===== config.mk =====
export PLATFORM = sky130hd
export DESIGN_NAME = branch_predictor
export DESIGN_NICKNAME = d
export VERILOG_FILES = /design/src/source/fe_pkg.sv /design/src/source/branch_predictor.sv
export SDC_FILE = /design/constraint.sdc
export NUM_CORES = 1
export LEC_CHECK = 0
export BUFFER_PORTS_ARGS = -buffer_cell sky130_fd_sc_hd__buf_4
export CORE_UTILIZATION = 51
export CTS_CLUSTER_DIAMETER = 40
export DETAILED_ROUTE_END_ITERATION = 6
export HOLD_SLACK_MARGIN = 0.06
export MAX_ROUTING_LAYER = met4
export PLACE_DENSITY_LB_ADDON = 0.3
export SLEW_MARGIN = 15
export SYNTH_ARGS = -nofsm -noshare
export SYNTH_HDL_FRONTEND = slang
export SYNTH_SLANG_ARGS = --single-unit

===== constraint.sdc =====
create_clock -name CLK -period 13.8 [get_ports CLK]
set_input_delay 0.69 -clock CLK [delete_from_list [all_inputs] [get_ports CLK]]
set_output_delay 0.69 -clock CLK [all_outputs]
set_load 0.1 [all_outputs]

===== src/source/fe_pkg.sv =====
////////////////////////////////////////////////////////////////////////////
// Shared word type, opcode encodings and sizing constants for the RV32I
// fetch/execute front end. Blocks refer to these as fe_pkg::name.
////////////////////////////////////////////////////////////////////////////

package fe_pkg;

  typedef logic [31:0] word_t;                     // pc, instruction or data word.

  // major opcodes that the execute stage acts on; all others retire as no-ops.
  typedef enum logic [6:0] {
    OP_LUI    = 7'b0110111,                        // load upper immediate.
    OP_IMM    = 7'b0010011,                        // register-immediate ALU group.
    OP_JAL    = 7'b1101111,                        // jump and link.
    OP_BRANCH = 7'b1100011                         // conditional branches.
  } opcode_t;

  localparam word_t RESET_PC = 32'h0000_0200;      // first fetch address out of reset.

  ////////////////////////////////////////////////////////////////////////////
  // instruction memory
  ////////////////////////////////////////////////////////////////////////////
  localparam int RAM_WORDS = 256;                  // addresses wrap at 1 KiB.
  localparam int RAM_IDX_W = $clog2(RAM_WORDS);    // index is pc[9:2].
  localparam int RAM_WAIT  = 2;                    // busy cycles after a new address.
  localparam int RAM_CNT_W = $clog2(RAM_WAIT + 1); // wait counter reaches RAM_WAIT.

  ////////////////////////////////////////////////////////////////////////////
  // branch target buffer
  ////////////////////////////////////////////////////////////////////////////
  localparam int BTB_ENTRIES = 16;                 // direct mapped.
  localparam int BTB_IDX_W   = 4;                  // index is pc[5:2].
  localparam int BTB_TAG_W   = 32 - BTB_IDX_W - 2; // rest of the pc above the index.

  // low bit of each instruction field.
  localparam int RD_LSB     = 7;
  localparam int FUNCT3_LSB = 12;
  localparam int RS1_LSB    = 15;
  localparam int RS2_LSB    = 20;

  // funct3 codes that are decoded.
  localparam logic [2:0] FUNCT3_ADDI = 3'b000;     // only ADDI of the OP_IMM group.
  localparam logic [2:0] FUNCT3_BEQ  = 3'b000;     // branch if equal.
  localparam logic [2:0] FUNCT3_BNE  = 3'b001;     // branch if not equal.

endpackage


===== src/source/branch_predictor.sv =====
////////////////////////////////////////////////////////////////////////////
// Direct-mapped, tagged branch target buffer with 2-bit counters. Looked
// up combinationally by the fetch PC, updated by execute one edge later.
////////////////////////////////////////////////////////////////////////////

module branch_predictor (
  input  logic          CLK,
  input  logic          nRST,
  input  fe_pkg::word_t current_pc,
  input  logic          update_en,
  input  logic          update_taken,
  input  fe_pkg::word_t update_pc,
  input  fe_pkg::word_t update_target,
  output logic          predict_taken,
  output fe_pkg::word_t target_addr
);

  logic                         valid  [fe_pkg::BTB_ENTRIES];
  logic [fe_pkg::BTB_TAG_W-1:0] tag    [fe_pkg::BTB_ENTRIES];
  fe_pkg::word_t                target [fe_pkg::BTB_ENTRIES];
  logic [1:0]                   count  [fe_pkg::BTB_ENTRIES];

  logic [fe_pkg::BTB_IDX_W-1:0] rd_idx, up_idx;
  logic [fe_pkg::BTB_TAG_W-1:0] rd_tag, up_tag;
  logic                         rd_hit, up_hit;

  ////////////////////////////////////////////////////////////////////////////
  // lookup
  ////////////////////////////////////////////////////////////////////////////
  assign rd_idx = current_pc[fe_pkg::BTB_IDX_W+1:2];
  assign rd_tag = current_pc[31:fe_pkg::BTB_IDX_W+2];
  assign rd_hit = valid[rd_idx] && (tag[rd_idx] == rd_tag);

  assign predict_taken = rd_hit && count[rd_idx][1]; // counter at 2 or 3.
  assign target_addr   = target[rd_idx];

  ////////////////////////////////////////////////////////////////////////////
  // update
  ////////////////////////////////////////////////////////////////////////////
  assign up_idx = update_pc[fe_pkg::BTB_IDX_W+1:2];
  assign up_tag = update_pc[31:fe_pkg::BTB_IDX_W+2];
  assign up_hit = valid[up_idx] && (tag[up_idx] == up_tag);

  // a taken miss claims the entry.
  always_ff @(posedge CLK, negedge nRST) begin
    if (!nRST) begin
      for (int i = 0; i < fe_pkg::BTB_ENTRIES; i++) begin
        valid[i] <= 1'b0;
      end
    end else if (update_en && !up_hit && update_taken) begin
      valid[up_idx] <= 1'b1;
    end
  end

  always_ff @(posedge CLK) begin
    if (update_en) begin
      if (up_hit) begin
        target[up_idx] <= update_target;
        if (update_taken && count[up_idx] != 2'd3) begin
          count[up_idx] <= count[up_idx] + 2'd1;     // saturate at strongly taken.
        end else if (!update_taken && count[up_idx] != 2'd0) begin
          count[up_idx] <= count[up_idx] - 2'd1;
        end
      end else if (update_taken) begin
        tag[up_idx]    <= up_tag;                  // a new entry starts weakly taken.
        target[up_idx] <= update_target;
        count[up_idx]  <= 2'd2;
      end
    end
  end

endmodule


==> out/summary.txt <==
CP required: 14.16 ns
TritonCTS sink count: 976
Post-synth top flop: edfxtp_1
hold path start: update_target[10]
clk slew on worst S/H paths: 0.06 ns
area post-placement: 0.0441 sq mm
cts hold-fix bufs: 1
Min Clock Period, post-route: 6.23 ns
maximum vdd drop: 0.138 mV
post-route ant nets: 0
crit path buf inv count: 3
# IOs: 133
final net count: 2248
LEAKAGE: 0.0157 uW
# Max-Cap Violations: 0
first-pass GRT wire length: 151000 um
critical path's top delay family: simple AND/OR/NAND/NOR gates
Power Density: 150 mW/mm^2
Worst Max-Slew Pin Slew: 1.02 ns
number of global-route vias before repair: 22800
critical path fanouts, max: 41
CTS tree: yes
Final Max Tran Viols: 0
Synthesis Warnings: 0
post-route cell area: 0.0486 sq mm
Final Wtd Congestion: 0.909
Clk Latency, worst-skew pair: 0.73 ns
Setup Buffers After CTS: 0
Hold Crit Class: input pin to flip-flop
WHS Path Cells: 1
clk_skew: 0.0369 ns
layout cells sized above 1: 35.5%
Yosys reg bits: 976
status: finished, violations left
initial antenna violation count: 7
Achievable Freq: 0.161 GHz
slew margin rel.: 30.5%
crit path capture type: flip-flop
reg2reg path depth: 10
Crit. Startpoint: update_pc[3]
total CTS buffers: 131
die width: 288 um
RSZ-0062 raised after global routing: no
crit path DAT: 6.59 ns
fraction of registers with async set or reset after synthesis: 1.64%
Port Buffers: 128
clock root cell: clkbuf_16
cell row count: 104
synthesized cell area: 0.0418 sq mm
post-synthesis simple-gate area fraction: 2.02%
Adder-Cell Fraction of Synth Area: 0%
hpwl dp: 57000 um
crit path cell chain: buf_6 -> buf_4 -> and2_1 -> a22oi_1 -> a21o_1 -> a2111oi_0 -> o22ai_1 -> nand4bb_1 -> nor3_1 -> or2_2 -> buf_4 -> nor2b_1
hold path endpoint: target[8][10]$_DFFE_PP_
WL/cell: 31.4 um
fill cell count: 5532
area share of xor/xnor cells in the synthesized design: 1.03%
DRT Pass-1 Iters: 7
syn_area_per_cell: 21.4 sq um
launching point of the worst reg2reg path: tag[3][12]$_DFFE_PP_
Synth Net Count: 2054
cell mode on critical path: buf_4
final hold vios: 0
DR vias/cell: 6.56
critical path class: input pin to flip-flop
failing checks: DRC
clock buffer depth: 3
P&R area growth vs syn: 16.2%
htree depth: 4
hold slack: 0.250 ns
highest-delay cell along the critical path: nor2b_1
Setup TNS Final: 0 ns
final period utilization: 45.1%
die area: 0.0832 sq mm
global route total overflow: 0
CP max stage delay: 0.87 ns
CP Launch Type: input pin
final setup violating endpoints: 0
post-cts sizing count: 0
cells after synthesis: 1954
largest net degree at the start of global routing: 129
sequential fraction of the synthesis area: 69.9%
Initial Util: 51.8%
Netlist cell types: 70
Via Count: 21800
drt drc: 24
Synth Area in Compound Gates: 2.40%
Initial DRC Count: 2332
flop-to-flop setup slack: 8.63 ns
worst reg2reg endpoint: count[12][0]$_DFFE_PP_
drt total wl: 104000 um
largest family of logic cells by synthesized area: multiplexers
Die Y: 288 um
total core area: 0.0808 sq mm
post-synthesis mux area share: 22.8%
GRT Resource Usage Total: 26.4%
Post-synth EDFFs: 960
cell usage in the layout (no fill, tap or decap), types with 17 or more instances in the layout:
master     instances
edfxtp_1         960
mux4_2           345
buf_4            174
clkbuf_16        134
mux2i_1           96
nand2_1           44
nor2_4            31
nor2_1            29
xnor2_1           25
xor2_1            24
mux4_1            23
clkinv_1          21
mux2_2            18
a22oi_1           17
logic make-up after synthesis:
| family | Yosys count |
|---|---|
| mux | 483 |
| compound gates | 135 |
| buf+inv | 134 |
| flops | 976 |
| simple gates | 177 |
| xor+xnor | 49 |
worst register-to-register path, delay by kind of cell (launching register included):
kind / cells / cell delay, ns
AND/OR/NAND/NOR: 4 / 2.04
multiplexers: 2 / 1.01
AO/OA/AOI/OAI: 2 / 0.54
buffers and inverters: 1 / 0.52
flip-flops: 1 / 0.38
XOR/XNOR: 1 / 0.33
sequential cells by signal, indices dropped and copies added, names as in the netlist:
name	flops
valid	16
target	512
count	32
tag	416
metal layers:
metal	part of all wire, %	vias to the layer above	GRT usage (%)
met5	0	-	-
met4	3.4	0	10.0
met3	8.4	225	5.14
met2	49	1107	41.5
met1	39	11700	34.3
li1	-	8842	-
worst max path at each step:
stage	slack, ns	cells past startpoint	to
3_5_place_dp	7.00	12	count[12][0]$_DFFE_PP_
5_1_grt	7.31	10	predict_taken
6_report	7.57	12	count[12][0]$_DFFE_PP_
4_1_cts	7.57	10	predict_taken
2_1_floorplan	6.97	8	predict_taken
3_3_place_gp	7.20	12	count[14][0]$_DFFE_PP_
power breakdown:
group / switching, uW / internal [uW] / leakage, uW
Clock: 1330 / 2080 / 0.00214
Sequential: 19.5 / 3310 / 0.00883
Combinational: 337 / 211 / 0.00476
Total: 1680 / 5590 / 0.0157
cell type report:
cell class	count	area, sq um	area share (%)
inverters	15	56.3	0.116
clock buffers	148	3410	7.01
clock inverters	95	1090	2.25
multi-input cells	844	12100	24.9
well taps	1060	1330	2.73
repair buffers	180	1390	2.86
flip-flops and latches	976	29200	60.1
diodes	11	27.5	0.0566
cell usage after synthesis (18+ instances only):
master / instances / share of area (%)
edfxtp_1: 960 / 69
nand2_1: 44 / 0.39
buf_2: 22 / 0.26
mux2i_1: 96 / 2.3
nor2_1: 60 / 0.54
xor2_1: 24 / 0.50
mux4_1: 23 / 1.4
clkbuf_1: 49 / 0.44
mux4_2: 345 / 19
xnor2_1: 25 / 0.52
mux2_2: 18 / 0.48
buf_1: 19 / 0.17
metrics by stage:
step	setup slack, ns	std cells	utilization, %	total power [uW]
2_1_floorplan	6.97	1954	-	3750
3_3_place_gp	7.20	3074	54.5	3920
3_5_place_dp	7.00	3074	54.5	3930
4_1_cts	7.57	3318	60.1	7320
5_1_grt	7.31	3325	60.1	7460
6_report	7.57	3329	60.1	7280
No activity file was read; power rests on OpenSTA's default activity.
