[config.mk]
export PLATFORM = sky130hd
export DESIGN_NAME = fetch_stage
export DESIGN_NICKNAME = d
export VERILOG_FILES = /design/src/source/fe_pkg.sv /design/src/source/fetch_stage.sv
export SDC_FILE = /design/constraint.sdc
export NUM_CORES = 1
export LEC_CHECK = 0
export BUFFER_PORTS_ARGS = -buffer_cell sky130_fd_sc_hd__buf_2
export CAP_MARGIN = 25
export CORE_MARGIN = 2
export CORE_UTILIZATION = 50
export CTS_CLUSTER_DIAMETER = 40
export DETAILED_ROUTE_END_ITERATION = 10
export HOLD_SLACK_MARGIN = 0.15
export PLACE_DENSITY = 0.91
export SETUP_SLACK_MARGIN = 0.4
export SLEW_MARGIN = 10
export SYNTH_ARGS = -nofsm -noshare
export SYNTH_HDL_FRONTEND = slang
export SYNTH_SLANG_ARGS = --single-unit
export TNS_END_PERCENT = 5
[constraint.sdc]
create_clock -name CLK -period 3.4 [get_ports CLK]
set_clock_uncertainty 0.15 [all_clocks]
set_input_delay 0.17 -clock CLK [delete_from_list [all_inputs] [get_ports CLK]]
set_output_delay 0.17 -clock CLK [all_outputs]
set_load 0.02 [all_outputs]
[src/source/fe_pkg.sv]
////////////////////////////////////////////////////////////////////////////
// Shared word type, opcode encodings and sizing constants for the RV32I
// fetch/execute front end. Blocks refer to these as fe_pkg::name.
////////////////////////////////////////////////////////////////////////////

package fe_pkg;

  typedef logic [31:0] word_t;                     // pc, instruction or data word.

  // major opcodes that the execute stage acts on; all others retire as no-ops.
  typedef enum logic [6:0] {
    OP_LUI    = 7'b0110111,                        // load upper immediate.
    OP_IMM    = 7'b0010011,                        // register-immediate ALU group.
    OP_JAL    = 7'b1101111,                        // jump and link.
    OP_BRANCH = 7'b1100011                         // conditional branches.
  } opcode_t;

  localparam word_t RESET_PC = 32'h0000_0200;      // first fetch address out of reset.

  ////////////////////////////////////////////////////////////////////////////
  // instruction memory
  ////////////////////////////////////////////////////////////////////////////
  localparam int RAM_WORDS = 256;                  // addresses wrap at 1 KiB.
  localparam int RAM_IDX_W = $clog2(RAM_WORDS);    // index is pc[9:2].
  localparam int RAM_WAIT  = 2;                    // busy cycles after a new address.
  localparam int RAM_CNT_W = $clog2(RAM_WAIT + 1); // wait counter reaches RAM_WAIT.

  ////////////////////////////////////////////////////////////////////////////
  // branch target buffer
  ////////////////////////////////////////////////////////////////////////////
  localparam int BTB_ENTRIES = 16;                 // direct mapped.
  localparam int BTB_IDX_W   = 4;                  // index is pc[5:2].
  localparam int BTB_TAG_W   = 32 - BTB_IDX_W - 2; // rest of the pc above the index.

  // low bit of each instruction field.
  localparam int RD_LSB     = 7;
  localparam int FUNCT3_LSB = 12;
  localparam int RS1_LSB    = 15;
  localparam int RS2_LSB    = 20;

  // funct3 codes that are decoded.
  localparam logic [2:0] FUNCT3_ADDI = 3'b000;     // only ADDI of the OP_IMM group.
  localparam logic [2:0] FUNCT3_BEQ  = 3'b000;     // branch if equal.
  localparam logic [2:0] FUNCT3_BNE  = 3'b001;     // branch if not equal.

endpackage

[src/source/fetch_stage.sv]
////////////////////////////////////////////////////////////////////////////
// Fetch stage. Holds the PC, picks the next PC, reads the big-endian
// instruction RAM and loads the fetch/execute pipeline register.
////////////////////////////////////////////////////////////////////////////

module fetch_stage (
  input  logic          CLK,
  input  logic          nRST,
  input  logic          pc_en,
  input  logic          npc_sel,
  input  logic          if_ex_flush,
  input  logic          if_ex_stall,
  input  fe_pkg::word_t brj_addr,
  input  fe_pkg::word_t target_addr,
  input  logic          predict_taken,
  input  fe_pkg::word_t iram_rdata,
  input  logic          iram_busy,
  output fe_pkg::word_t iram_addr,
  output fe_pkg::word_t current_pc,
  output logic          i_ram_busy,
  output logic          mal_insn,
  output logic          fe_valid,
  output fe_pkg::word_t fe_pc,
  output fe_pkg::word_t fe_pc4,
  output fe_pkg::word_t fe_instr,
  output logic          fe_prediction
);

  fe_pkg::word_t pc, pc4, npc, instr;

  ////////////////////////////////////////////////////////////////////////////
  // program counter
  ////////////////////////////////////////////////////////////////////////////
  always_ff @(posedge CLK, negedge nRST) begin
    if (!nRST) begin
      pc <= fe_pkg::RESET_PC;                     // start of the loaded program.
    end else if (pc_en) begin
      pc <= npc;
    end
  end

  assign pc4 = pc + 32'd4;
  // a resolved redirect beats the prediction, which beats sequential flow.
  assign npc = npc_sel ? brj_addr : (predict_taken ? target_addr : pc4);

  assign current_pc = pc;                         // predictor lookup address.
  assign iram_addr  = pc;
  assign i_ram_busy = iram_busy;                  // passed on to the hazard unit.
  assign mal_insn   = (pc[1:0] != 2'b00);         // fetch address not word aligned.

  // the RAM holds words big-endian, so reverse the bytes.
  assign instr = {iram_rdata[7:0], iram_rdata[15:8], iram_rdata[23:16], iram_rdata[31:24]};

  ////////////////////////////////////////////////////////////////////////////
  // fetch/execute register
  ////////////////////////////////////////////////////////////////////////////
  always_ff @(posedge CLK, negedge nRST) begin
    if (!nRST) begin
      fe_valid <= 1'b0;
    end else if (if_ex_flush) begin
      fe_valid <= 1'b0;                           // bubble into execute.
    end else if (!if_ex_stall) begin
      fe_valid <= 1'b1;
    end
  end

  always_ff @(posedge CLK) begin
    if (!if_ex_flush && !if_ex_stall) begin
      fe_pc         <= pc;
      fe_pc4        <= pc4;
      fe_instr      <= instr;
      fe_prediction <= predict_taken;             // execute checks this against the outcome.
    end
  end

endmodule

==> flow_summary_export.csv <==
group,metric,value,unit
status,status,"completed",
timing,grt_setup_unrepaired,"yes",
yosys,syn_inst,470,
worst_setup_path,worstSetupStartpointType,"flip-flop",
yosys,synth-edff-count,95,
pwr,power,4700,µW
pwr,p_sw,1390,µW
timing,worst_pin_slew,868,ps
drt,ant_nets,0,
cells_and_area,area_delta_synth_final,45.6,%
grt,grt_use_total,0.293,
yosys,ys.flop_type,"edfxtp_1",
worst_setup_path,crit_path_max_incr_delay,630,ps
floorplanning,start_util,0.514,
timing,final_max_slew_viol_count,0,
timing,finalHoldViolCount,0,
placement,place.detailed.hpwl,11500,µm
grt,grt_max_degree,52,
timing,setup_viol_count_final,0,
worst_setup_path,crit_type,"flip-flop to flip-flop",
cts,clk_latency,420,ps
hold_path,hold_path_class,"input pin to flip-flop",
cts,cts_sinks,128,
yosys,syn_area_per_cell,12.5,µm²
placement,dp_slack,884,ps
drt,drt-pass1-iter-count,5,
floorplanning,die_h,113,µm
drt,drt_iter0_markers,535,
pwr,internal_power,3310,µW
cells_and_area,num-nets-final,896,
timing,setup_tns,0,ps
drt,viasPerCell,5.76,
cts,clock_path_buffers,2,
drt,drt-met1-wl,6840,µm
yosys,synth-async-reset-ratio,0.258,
pwr,pwr_density_cell,547,nW/µm²
floorplanning,fp-row-count,39,
cts,cts_setup_buffers,0,
cts,cts_max_level,4,
timing,post-route-min-period,2860,ps
pwr,switching_share,0.296,
drt,dr_wl_met2,10000,µm
cells_and_area,nFillCells,725,
drt,post-route-drc-count,0,
worst_setup_path,critPathMaxFanout,11,
timing,fin_ws,538,ps
pwr,leakage,0.00364,µW
drt,vias,5458,
floorplanning,die-area,12700,µm²
drt,avgRoutedWirePerCell,19.9,µm
drt,top_layer,"met4",
floorplanning,num_io_pins,268,
pwr,vdd_drop_max,0.000375,V
grt,grt_pass1_wl,28700,µm
yosys,syn_area,5900,µm²
cts,root_buffer,"clkbuf_16",
timing,period_share,0.842,
cells_and_area,layout-drive-gt1-share,0.387,
cts,cts.reportedPaths.clkPinSlew,60,ps
yosys,synth_cell_types,56,
pwr,p_comb_frac,0.202,
yosys,synth-warning-count,0,
run,maxCapViolations,0,
cts,cts_tree,"yes",
pwr,clkPwrFrac,0.368,
yosys,syn_nets,575,
worst_setup_path,end_kind,"flip-flop",
cts,tritoncts.num_buffers,17,
worst_setup_path,critPathArrivalTime,3030,ps
placement,io_buffers,265,
yosys,synth-seq-cells,128,
floorplanning,floorplan.die.width,113,µm
grt,grt_pass1_vias,5422,
pwr,sequentialPowerShare,0.430,
worst_setup_path,cp.required,3570,ps
yosys,yosysSeqAreaShare,0.624,
timing,fmax,349,MHz
worst_setup_path,slowest_stage,"dlygate4sd3_1",
drt,wl_met3,1630,µm
floorplanning,core_area,11500,µm²
drt,finalWirelength,18900,µm
timing,relSlewSlack,0.421,
placement,routabilityCongestion,0.860,
worst_setup_path,cp_cell_sequence,"ha_1, nand3_1, nor3_1, a222oi_1, dlygate4sd3_1, o2bb2ai_1",
grt,antenna_found_initial,1,
grt,overflow,0,
## routing by layer
| metal | up-vias | GRT usage |
|---|---|---|
| li1 | 2402 | - |
| met1 | 2666 | 0.341 |
| met2 | 344 | 0.522 |
| met3 | 46 | 0.0794 |
| met4 | 0 | 0.100 |
| met5 | - | 0 |
## through the flow
| step | util | cells | hold slack, ps | instance area (µm²) |
|---|---|---|---|---|
| finish | 0.749 | 948 | 179 | 8590 |
| global placement | 0.616 | 819 | 148 | 7060 |
| CTS | 0.746 | 945 | 167 | 8560 |
| floorplan | - | 470 | -276 | 5900 |
| global route | 0.749 | 947 | 183 | 8580 |
| detailed placement | 0.616 | 819 | 176 | 7060 |
## layout make-up
class                   instances  area, µm²  area share
diodes                          1       2.50    0.000291
clock buffers                  21        440      0.0513
clock inverters                11        116      0.0136
inverters                      13       48.8     0.00568
multi-input cells             266       1800       0.210
flip-flops and latches        128       3680       0.429
well taps                     143        179      0.0208
repair buffers                365       2320       0.270
## final timing paths
path	from	to	slack [ps]	cells past startpoint
worst max-delay path	current_pc[2]	current_pc[12]	540	6
worst min-delay path	brj_addr[21]	current_pc[21]	180	4
worst max register to register	current_pc[2]	current_pc[12]	540	6
worst min register to register	current_pc[31]	fe_pc[31]	380	0
max in group asynchronous	nRST	current_pc[14]	2290	2
min in group asynchronous	nRST	current_pc[3]	240	2
## sequential cells by signal, indices dropped and copies added, names as in the netlist
register and flops:
fe_valid 1, fe_prediction 1, fe_instr 32, current_pc 32, fe_pc4 30, fe_pc 32
## timing repair
| item | 4_1_cts | 5_1_grt |
|---|---|---|
| resized for setup | 0 | 1 |
| endpoints found under the hold margin | 95 | 0 |
| hold buffers | 94 | 0 |
| endpoints found under the setup margin | 0 | 1 |
## cells in the final DEF, fill, tap and decap left out, types with 8 or more instances in the layout
cell / Yosys / final
nand3_1: 10 / 10
and3_1: 8 / 8
clkbuf_16: 0 / 17
dlygate4sd3_1: 0 / 94
o21ai_0: 16 / 16
nand4_1: 12 / 12
a21oi_1: 8 / 8
nor2_1: 20 / 19
xnor2_1: 16 / 16
mux2i_1: 11 / 11
nor4_1: 9 / 9
o311ai_0: 8 / 8
inv_1: 12 / 12
edfxtp_1: 95 / 95
xor2_1: 10 / 10
o22ai_1: 8 / 8
nor3_1: 13 / 12
nand2_1: 28 / 28
a22o_1: 14 / 14
buf_2: 2 / 265
dfrtp_1: 32 / 32
## synthesized netlist by cell type (2+ instances only)
cell / n / area (µm²)
or3_1: 3 / 18.8
edfxtp_1: 95 / 2850
xor2_1: 10 / 87.6
nand3_1: 10 / 50.1
and3_1: 8 / 50.1
a221o_1: 4 / 40.0
o211ai_1: 6 / 45.0
o22ai_1: 8 / 50.1
buf_1: 4 / 15.0
a21oi_1: 8 / 40.0
or2_2: 4 / 25.0
o311ai_0: 8 / 70.1
a22oi_1: 2 / 15.0
nor2_1: 20 / 75.1
o2bb2ai_1: 7 / 61.3
a31oi_1: 3 / 18.8
nor2b_1: 2 / 12.5
dfrtp_1: 32 / 801
buf_4: 38 / 285
nand2_1: 28 / 105
nor3b_1: 2 / 15.0
a22o_1: 14 / 123
and2_1: 2 / 12.5
or4_1: 2 / 15.0
nor3_1: 13 / 65.1
nand4_1: 12 / 75.1
nor4_1: 9 / 56.3
and4_1: 2 / 17.5
a211oi_1: 7 / 52.6
clkbuf_1: 19 / 71.3
mux2i_1: 11 / 110
nand2b_1: 5 / 31.3
a311oi_1: 2 / 17.5
o21ai_0: 16 / 80.1
nand3b_1: 3 / 22.5
xnor2_1: 16 / 140
inv_1: 12 / 45.0
a222oi_1: 4 / 40.0
buf_2: 2 / 10.0
## logic make-up after synthesis
kind of cell | Yosys count | synth area share
buf+inv | 76 | 0.0730
simple gates | 130 | 0.119
fa+ha+maj | 1 | 0.00212
compound gates | 97 | 0.122
flops | 128 | 0.624
mux | 12 | 0.0206
xor+xnor | 26 | 0.0386
## power groups by stage
stage / clock (µW) / combinational (µW) / sequential [µW]
after floorplan: 0 / 441 / 2160
after global placement: 0 / 811 / 2030
after detailed placement: 0 / 823 / 2040
after CTS: 1730 / 929 / 2020
after global routing: 1810 / 1010 / 2040
final: 1730 / 949 / 2020
## critical path: cells and delay by family (launching register included)
family / cells / cell delay [ps]
compound gates: 2 / 290
buf+inv: 1 / 630
flops: 1 / 530
simple gates: 2 / 910
fa+ha+maj: 1 / 270
Note: power is estimated with default switching activity, not from simulation.
