<file path="src/source/fe_pkg.sv">
////////////////////////////////////////////////////////////////////////////
// Shared word type, opcode encodings and sizing constants for the RV32I
// fetch/execute front end. Blocks refer to these as fe_pkg::name.
////////////////////////////////////////////////////////////////////////////

package fe_pkg;

  typedef logic [31:0] word_t;                     // pc, instruction or data word.

  // major opcodes that the execute stage acts on; all others retire as no-ops.
  typedef enum logic [6:0] {
    OP_LUI    = 7'b0110111,                        // load upper immediate.
    OP_IMM    = 7'b0010011,                        // register-immediate ALU group.
    OP_JAL    = 7'b1101111,                        // jump and link.
    OP_BRANCH = 7'b1100011                         // conditional branches.
  } opcode_t;

  localparam word_t RESET_PC = 32'h0000_0200;      // first fetch address out of reset.

  ////////////////////////////////////////////////////////////////////////////
  // instruction memory
  ////////////////////////////////////////////////////////////////////////////
  localparam int RAM_WORDS = 256;                  // addresses wrap at 1 KiB.
  localparam int RAM_IDX_W = $clog2(RAM_WORDS);    // index is pc[9:2].
  localparam int RAM_WAIT  = 2;                    // busy cycles after a new address.
  localparam int RAM_CNT_W = $clog2(RAM_WAIT + 1); // wait counter reaches RAM_WAIT.

  ////////////////////////////////////////////////////////////////////////////
  // branch target buffer
  ////////////////////////////////////////////////////////////////////////////
  localparam int BTB_ENTRIES = 16;                 // direct mapped.
  localparam int BTB_IDX_W   = 4;                  // index is pc[5:2].
  localparam int BTB_TAG_W   = 32 - BTB_IDX_W - 2; // rest of the pc above the index.

  // low bit of each instruction field.
  localparam int RD_LSB     = 7;
  localparam int FUNCT3_LSB = 12;
  localparam int RS1_LSB    = 15;
  localparam int RS2_LSB    = 20;

  // funct3 codes that are decoded.
  localparam logic [2:0] FUNCT3_ADDI = 3'b000;     // only ADDI of the OP_IMM group.
  localparam logic [2:0] FUNCT3_BEQ  = 3'b000;     // branch if equal.
  localparam logic [2:0] FUNCT3_BNE  = 3'b001;     // branch if not equal.

endpackage

</file>
<file path="src/source/hazard_unit.sv">
////////////////////////////////////////////////////////////////////////////
// Pipeline control. Drives the PC enable, next-PC select and the flush and
// stall of the fetch/execute register; latches a misaligned-fetch fault.
////////////////////////////////////////////////////////////////////////////

module hazard_unit (
  input  logic          CLK,
  input  logic          nRST,
  input  logic          i_ram_busy,
  input  logic          mal_insn,
  input  logic          mispredict,
  input  fe_pkg::word_t fault_addr,
  output logic          pc_en,
  output logic          npc_sel,
  output logic          if_ex_flush,
  output logic          if_ex_stall,
  output logic          fault,
  output fe_pkg::word_t fault_pc
);

  logic halt;

  // the fault is sticky until reset and records the offending pc.
  always_ff @(posedge CLK, negedge nRST) begin
    if (!nRST) begin
      fault    <= 1'b0;
      fault_pc <= '0;
    end else if (mal_insn && !fault) begin
      fault    <= 1'b1;
      fault_pc <= fault_addr;
    end
  end

  assign halt = fault || mal_insn;                // fetch stops in the faulting cycle.

  assign npc_sel     = mispredict;                // take the resolved address.
  assign pc_en       = !halt && (mispredict || !i_ram_busy); // redirect beats busy.
  assign if_ex_flush = halt || mispredict || i_ram_busy;     // a bubble replaces the stale word.
  assign if_ex_stall = fault;

endmodule

</file>
<file path="config.mk">
export PLATFORM = sky130hd
export DESIGN_NAME = hazard_unit
export DESIGN_NICKNAME = d
export VERILOG_FILES = /design/src/source/fe_pkg.sv /design/src/source/hazard_unit.sv
export SDC_FILE = /design/constraint.sdc
export NUM_CORES = 1
export LEC_CHECK = 0
export BUFFER_PORTS_ARGS = -buffer_cell sky130_fd_sc_hd__buf_2
export CAP_MARGIN = 5
export CORE_MARGIN = 2
export CORE_UTILIZATION = 44
export CTS_CLUSTER_DIAMETER = 60
export DETAILED_ROUTE_END_ITERATION = 12
export PLACE_DENSITY = 0.77
export SLEW_MARGIN = 20
export SYNTH_ARGS = -nofsm -noshare
export SYNTH_HDL_FRONTEND = slang
export SYNTH_SLANG_ARGS = --single-unit
</file>
<file path="constraint.sdc">
create_clock -name CLK -period 1.4 [get_ports CLK]
set_input_delay 0.07 -clock CLK [delete_from_list [all_inputs] [get_ports CLK]]
set_output_delay 0.07 -clock CLK [all_outputs]
set_load 0.1 [all_outputs]
</file>
==> results_dict.tcl, run 1 <==
set metrics [dict create \
    dieHeight_um 60.8 \
    overflow 0 \
    seq_area_frac_synth 0.581 \
    slowest_stage "dfrtp_4" \
    synth_area_mm2 0.00142 \
    violations "setup timing" \
    comb_power_share 0.421 \
    yosysWarnings 0 \
    critPathMaxStageDelay_ns 0.48 \
    rsz0062_at_grt "true" \
    ys_types 11 \
    syn-num-nets 113 \
    cp_data_required_time_ns 1.33 \
    cts_root_buffer "clkbuf_4" \
    place_congestion 0.687 \
    grt_pass1_vias 1111 \
    gr-usage-all-layers 0.192 \
    report.final.setup_viol 34 \
    final_util 0.779 \
    vias_per_cell 4.51 \
    fin_worst_skew_ns 0.00561 \
    drive_above_1_share 0.660 \
    slew_headroom 0.521 \
    totalWireLength_mm 3.51 \
    insertion_delay_ns 0.33 \
    grt_start_max_net_pins 34 \
    clkPwrFrac 0.200 \
    drt_pass1_iterations 2 \
    grt_pass1_wl_mm 4.98 \
    critical-path-top-delay-family "simple AND/OR/NAND/NOR gates" \
    clk_pin_slew_worst_paths_ns 0.09 \
    layout_min_cycle_time_ns 1.67 \
    crit_buf_inv 1 \
    synth-seq-cells 33 \
    power_frac_seq 0.379 \
    leakage_nw 1.20 \
    fillerInstances 207 \
    num_io_pins 74 \
    fin_crit_sh 1.19 \
    drv_slew 0 \
    cts_tree "yes" \
    tightest_slew_ns 0.719 \
    synth_top_area_cell "dfrtp_1" \
    cp-start-kind "register" \
    crit_chain "or2_4, or3_4, buf_12" \
    syn_avg_cell_area_um2 18.7 \
    crit_fanout 2 \
    numPlacedInstances 189 \
    internal-power_mw 1.65 \
    layout-area-overhead-vs-synth_pct 67.4 \
    std_cell_rows 20 \
    dieArea_mm2 0.00370 \
    via_count 1073 \
    drc 0 \
    ir_worst_vdd_mv 0.655 \
    drt_iter0_drc 22 \
    start_util 0.465 \
    numCtsBuffers 5 \
    hold_ws_ns 0.0893 \
    clockBufferDepth 2 \
    antenna_found_initial 0 \
    cts.sinks 33 \
    min_path_type "input port to register" \
    synth.area.top_cells "dfrtp_1 (58%), mux2_4 (32%), buf_12 (4.2%)" \
    worstSetupPathType "register to primary output" \
    p_sw_frac 0.442 \
    syn_inst 76 \
    nNetsFinal 230 \
    hpwl_mm 1.96 \
    wire_per_inst_um 14.7 \
    powerDensity_mw_per_mm2 1240 \
    fmax_mhz 598 \
    switchingPower_mw 1.31 \
    die_w_um 60.8 \
    port_buffers 73 \
    n_antenna_cell 0 \
    status "complete, but fails checks" \
    finalNonFillerCells 238 \
    ant_nets 0 \
    final_hold_viol_count 0 \
    core_mm2 0.00305 \
    drv_cap 0 \
    arrival_ns 1.60 \
    setup_slack_ns -0.272 \
    endpoint_kind "primary output" \
    synth_top_area_frac 0.581 \
    finalSetupTns_ns -1.84 \
    htreeDepth 2 \
]
per-stage QoR:
| stage | setup WS (ns) | area (µm²) | power, mW |
|---|---|---|---|
| global route | -0.333 | 2380 | 3.09 |
| finish | -0.272 | 2380 | 2.96 |
| global placement | -0.0109 | 1830 | 2.29 |
| CTS | -0.267 | 2260 | 2.98 |
| floorplan | -0.124 | 1440 | 2.10 |
| detailed placement | -0.0299 | 1830 | 2.31 |
metal layers:
layer / routed length, µm / share of wire / track usage
met1: 1350 / 0.38 / 0.210
met2: 1870 / 0.53 / 0.349
met3: 265 / 0.075 / 0.0768
met4: 28 / 0.0080 / 0.0466
met5: 0 / 0 / 0
registers in the layout, summed over array words and instances, names as in the netlist:
register  flops
fault_pc     32
fault         1
cell type report:
class | count | area, µm² | share of cell area
inverter | 1 | 3.75 | 0.00158
clock inverter | 1 | 5.00 | 0.00211
sequential | 33 | 830 | 0.349
tap | 44 | 55.1 | 0.0232
timing repair buffer | 116 | 896 | 0.377
multi-input combinational | 36 | 523 | 0.220
clock buffer | 7 | 65.1 | 0.0274
Yosys cell counts:
| cell | instances |
|---|---|
| mux2_4 | 30 |
| or3_1 | 1 |
| buf_6 | 1 |
| mux2_2 | 2 |
| a21oi_1 | 1 |
| nor2b_4 | 1 |
| inv_1 | 1 |
| or2_2 | 1 |
| buf_4 | 2 |
| buf_12 | 3 |
| dfrtp_1 | 33 |
tightest hold or removal path: stages:
cell and delay, ns:
buf_2 0.09, or2_4 0.11, buf_4 0.11
cell families (layout without fill, tap and decap cells):
group / count (synthesis) / after routing / share of synthesized area
compound gates: 1 / 1 / 0.00352
buf+inv: 7 / 125 / 0.0634
flops: 33 / 33 / 0.581
mux: 32 / 32 / 0.333
simple gates: 3 / 3 / 0.0185
layout by cell type (no fill, tap or decap):
cell type,n
or3_4,1
buf_4,4
a21oi_4,1
dlygate4sd3_1,33
inv_1,1
clkbuf_16,3
mux2_2,2
clkinv_2,1
mux2_4,30
buf_12,5
clkbuf_8,2
nor2b_4,1
dfrtp_1,32
dfrtp_4,1
clkbuf_4,7
or2_4,1
buf_2,69
power groups by stage:
stage / combinational (mW) / sequential [mW] / clock [mW]
2_1_floorplan: 0.169 / 1.93 / 0
4_1_cts: 1.24 / 1.12 / 0.615
5_1_grt: 1.29 / 1.13 / 0.665
3_5_place_dp: 1.17 / 1.13 / 0
3_3_place_gp: 1.17 / 1.13 / 0
6_report: 1.25 / 1.12 / 0.591
what timing repair did:
item	in CTS	in global routing
gates resized for setup	4	2
pin swaps	1	0
buffers inserted	2	3
setup endpoints to repair	2	34
hold buffers	33	0
cloned	0	3
hold endpoints to repair	65	0
path summary, 6_finish.rpt:
path,start,endpoint,slack [ns],depth (start not counted)
worst max-delay path,fault,if_ex_flush,-0.27,3
worst min-delay path,mal_insn,fault,0.09,3
max in group asynchronous,nRST,fault,0.53,2
min in group asynchronous,nRST,fault_pc[26],0.34,2
worst max register to register,fault,fault_pc[3],-0.07,5
worst min register to register,fault_pc[9],fault_pc[9],0.51,1
No activity file was read; power rests on OpenSTA's default activity.
==> inputs of run 2 (changes only) <==
- PLACE_DENSITY: 0.77 -> 0.78
==> results_dict.tcl, run 2 (synthesized netlist as in run 1, its figures left out) <==
set metrics [dict create \
    powerDensity_mw_per_mm2 1290 \
    crit_start "fault" \
    fin_worst_skew_ns 0.00699 \
    report.final.setup_viol 34 \
    slew_headroom 0.534 \
    wire_per_inst_um 17.1 \
    antenna_found_initial 0 \
    n_antenna_cell 0 \
    r2r-start "fault" \
    violations "setup timing" \
    grtUsageMet1 0.196 \
    clk_pin_slew_worst_paths_ns 0.09 \
    setup_slack_ns -0.244 \
    switchingPower_mw 1.33 \
    dieHeight_um 60.8 \
    layout_min_cycle_time_ns 1.64 \
    overflow 0 \
    final_cell_mix "buf_2 (69), dlygate4sd3_1 (33), mux2_4 (32), dfrtp_1 (32)" \
    grt-busiest-layer "met2" \
    grt_pass1_wl_mm 5.30 \
    leakage_nw 1.21 \
    drv_cap 0 \
    use_met3 0.0810 \
    dieArea_mm2 0.00370 \
    hold_ws_ns 0.104 \
    drv_slew 0 \
    clkPwrFrac 0.236 \
    drc 0 \
    ir_worst_vdd_mv 0.899 \
    final_util 0.791 \
    port_buffers 73 \
    comb_power_share 0.403 \
    layout-area-overhead-vs-synth_pct 70.0 \
    worstSetupPathType "register to primary output" \
    rsz0062_at_grt "true" \
    p_sw_frac 0.427 \
    vias_per_cell 4.64 \
    numCtsBuffers 5 \
    hpwl_mm 2.14 \
    status "complete, but fails checks" \
    num_io_pins 74 \
    place_congestion 0.687 \
    hp-start "mal_insn" \
    nNetsFinal 230 \
    ant_nets 0 \
    crit_fanout 2 \
    place_area_mm2 0.00184 \
    die_w_um 60.8 \
    totalWireLength_mm 4.07 \
    cts_root_buffer "clkbuf_4" \
    start_util 0.465 \
    min_path_type "input port to register" \
    final_common_cell "buf_2" \
    drt_iter0_drc 31 \
    arrival_ns 1.57 \
    power_frac_seq 0.361 \
    grt_util_met2 0.396 \
    cts_tree "yes" \
    endpoint_kind "primary output" \
    clockBufferDepth 2 \
    cp-start-kind "register" \
    core_mm2 0.00305 \
    grt_start_max_net_pins 34 \
    cp_data_required_time_ns 1.33 \
    htreeDepth 2 \
    top_register "fault_pc" \
    std_cell_rows 20 \
    tightest_slew_ns 0.698 \
    fmax_mhz 608 \
    internal-power_mw 1.79 \
    cts.sinks 33 \
    largest_reg_flops 32 \
    drt_pass1_iterations 4 \
    insertion_delay_ns 0.33 \
    top_regs "fault_pc: 32 flops, fault: 1 flops" \
    fin_crit_sh 1.17 \
    pre_cts_ws_ns -0.000345 \
    final_area_mm2 0.00241 \
    gr-usage-all-layers 0.210 \
    final_hold_viol_count 0 \
    finalSetupTns_ns -6.40 \
    via_count 1104 \
    drive_above_1_share 0.655 \
    grt_pass1_vias 1175 \
]
-- run 2: worst max-delay path: stages, from the launching register on --
cell and delay, ns:
dfrtp_4 0.49, or2_4 0.24, or3_4 0.34, buf_12 0.17
-- run 2: path summary, 6_finish.rpt --
kind                                 to  slack, ns  cells past startpoint
setup / recovery            if_ex_flush      -0.24                      3
hold / removal                    fault       0.10                      3
setup reg to reg           fault_pc[22]      -0.23                      6
hold reg to reg            fault_pc[30]       0.51                      1
max in group asynchronous         fault       0.57                      2
min in group asynchronous  fault_pc[16]       0.31                      2
-- run 2: metal layers --
| layer | share of wire | up-vias |
|---|---|---|
| met5 | 0 | - |
| met4 | 0.027 | 0 |
| met3 | 0.055 | 11 |
| met2 | 0.59 | 50 |
| met1 | 0.32 | 549 |
| li1 | - | 494 |
-- run 2: through the flow --
stage / power (mW) / instances
after floorplan: 2.10 / 76
after global placement: 2.30 / 190
after detailed placement: 2.31 / 190
after CTS: 3.13 / 232
after global routing: 3.24 / 238
final: 3.12 / 238
-- run 2: cell type report --
type                            instances  area, µm²
Sequential cell                        33        830
Timing Repair Buffer                  116        911
Multi-Input combinational cell         36        531
Clock buffer                            7       55.1
Inverter                                1       3.75
Fill cell                             201        638
Clock inverter                          1       30.0
Tap cell                               44       55.1
-- run 2: power groups by stage --
stage | clock network, mW | logic (mW) | registers (mW)
after floorplan | 0 | 0.169 | 1.93
final | 0.735 | 1.26 | 1.13
after CTS | 0.752 | 1.25 | 1.12
after global placement | 0 | 1.17 | 1.13
after global routing | 0.807 | 1.29 | 1.14
after detailed placement | 0 | 1.18 | 1.14
-- run 2: what timing repair did --
item,CTS,global route
endpoints found under the setup margin,2,36
hold endpoints to repair,65,0
gates resized for setup,6,7
hold buffers,33,0
setup buffers,1,2
cloned,0,4
==> inputs of run 3 (changes only) <==
- PLACE_DENSITY: 0.78 -> 0.89
==> results_dict.tcl, run 3 (synthesized netlist as in run 1, its figures left out) <==
set metrics [dict create \
    drc 0 \
    final_area_mm2 0.00224 \
    cts.sinks 33 \
    htreeDepth 2 \
    total_power_mw 2.83 \
    drv_slew 0 \
    drt_pass1_iterations 2 \
    fin_crit_sh 1.14 \
    core_mm2 0.00305 \
    ant_nets 0 \
    largest_reg_flops 32 \
    min_path_type "input port to register" \
    final_hold_viol_count 0 \
    critical-path-top-delay-family "simple AND/OR/NAND/NOR gates" \
    leakage_nw 1.13 \
    reg2reg_slack_ns -0.04 \
    ir_worst_vdd_mv 0.785 \
    numCtsBuffers 5 \
    port_buffers 73 \
    dieHeight_um 60.8 \
    layout_min_cycle_time_ns 1.60 \
    report.final.setup_viol 23 \
    cts_tree "yes" \
    place_congestion 0.636 \
    vias_per_cell 4.43 \
    antenna_found_initial 0 \
    arrival_ns 1.53 \
    powerDensity_mw_per_mm2 1260 \
    final_common_cell "buf_2" \
    r2r.worst_path.cells 4 \
    place_area_mm2 0.00184 \
    cp_data_required_time_ns 1.33 \
    clockBufferDepth 2 \
    dieArea_mm2 0.00370 \
    fmax_mhz 626 \
    grt_pass1_vias 1133 \
    die_w_um 60.8 \
    crit_chain "or2_4, or3_4, buf_12" \
    hold_end "fault" \
    n_antenna_cell 0 \
    status "complete, but fails checks" \
    worstSetupPathType "register to primary output" \
    std_cell_rows 20 \
    drv_cap 0 \
    wire_per_inst_um 14.1 \
    rr_endpoint "fault_pc[29]" \
    hpwl_mm 1.90 \
    critPathMaxStageDelay_ns 0.48 \
    endpoint_kind "primary output" \
    grt_start_max_net_pins 34 \
    tightest_slew_ns 0.707 \
    violations "setup timing" \
    layout-area-overhead-vs-synth_pct 57.6 \
    clk_pin_slew_worst_paths_ns 0.09 \
    r2r-start "fault" \
    rsz0062_at_grt "true" \
    top_regs "fault_pc: 32 flops, fault: 1 flops" \
    setup_slack_ns -0.196 \
    gr-usage-all-layers 0.198 \
    hp-start "mal_insn" \
    insertion_delay_ns 0.31 \
    slew_headroom 0.529 \
    top_register "fault_pc" \
    drt_iter0_drc 37 \
    num_io_pins 74 \
    slowest_stage "dfrtp_4" \
    fin_worst_skew_ns 0.00890 \
    nNetsFinal 224 \
    grt_pass1_wl_mm 5.24 \
    drive_above_1_share 0.645 \
    cp-start-kind "register" \
    via_count 1020 \
    crit_buf_inv 1 \
    overflow 0 \
    final_cell_mix "buf_2 (71), dlygate4sd3_1 (33), dfrtp_1 (32)" \
    start_util 0.465 \
    cts_root_buffer "clkbuf_4" \
    crit_fanout 2 \
    hold_depth 3 \
    totalWireLength_mm 3.24 \
]
run 3: area by class of cell:
class	instances	area [µm²]
Multi-Input combinational cell	36	527
Timing Repair Buffer	110	781
Clock buffer	5	37.5
Tap cell	44	55.1
Fill cell	206	815
Inverter	1	3.75
Sequential cell	33	830
Clock inverter	1	5.00
run 3: power by group:
group	total, mW	switching, mW	internal [mW]
sequential	1.12	0.0627	1.06
combinational	1.25	0.948	0.301
clock	0.455	0.281	0.174
total	2.83	1.29	1.53
run 3: what timing repair did:
item	CTS	global route
endpoints found under the hold margin	65	0
setup buffers	1	0
setup endpoints to repair	2	34
hold buffers	33	0
pin swaps	0	0
resized for setup	4	1
run 3: worst reg2reg max path, stage by stage (launching register included):
cell and delay [ns]:
dfrtp_4 0.48, buf_4 0.15, nor2b_4 0.17, buf_12 0.21, mux2_4 0.32
run 3: stage by stage:
| step | cells | TNS, ns | hold WS (ns) | worst slack, ns | utilization |
|---|---|---|---|---|---|
| finish | 230 | -1.02 | 0.108 | -0.196 | 0.733 |
| global route | 230 | -2.23 | 0.0956 | -0.247 | 0.733 |
| CTS | 230 | -1.38 | 0.0910 | -0.221 | 0.732 |
| detailed placement | 190 | -0.00526 | 0.158 | -0.00526 | 0.602 |
| global placement | 190 | 0 | 0.137 | 0.0166 | 0.602 |
| floorplan | 76 | -1.69 | -0.226 | -0.124 | - |
run 3: worst max-delay path by stage:
| stage | start | endpoint | slack (ns) | depth (start not counted) |
|---|---|---|---|---|
| 4_1_cts | fault | if_ex_flush | -0.22 | 3 |
| 3_5_place_dp | fault | if_ex_flush | -0.005 | 3 |
| 2_1_floorplan | fault | pc_en | -0.12 | 2 |
| 5_1_grt | fault | if_ex_flush | -0.25 | 3 |
| 3_3_place_gp | fault | if_ex_flush | 0.02 | 3 |
| 6_report | fault | if_ex_flush | -0.20 | 3 |
run 3: routing by layer:
layer / GRT usage / vias to the layer above / routed length [µm]
met5: 0 / - / 0
met4: 0.0652 / 0 / 11
met3: 0.0469 / 2 / 217
met2: 0.344 / 53 / 1590
met1: 0.243 / 486 / 1420
li1: - / 479 / -
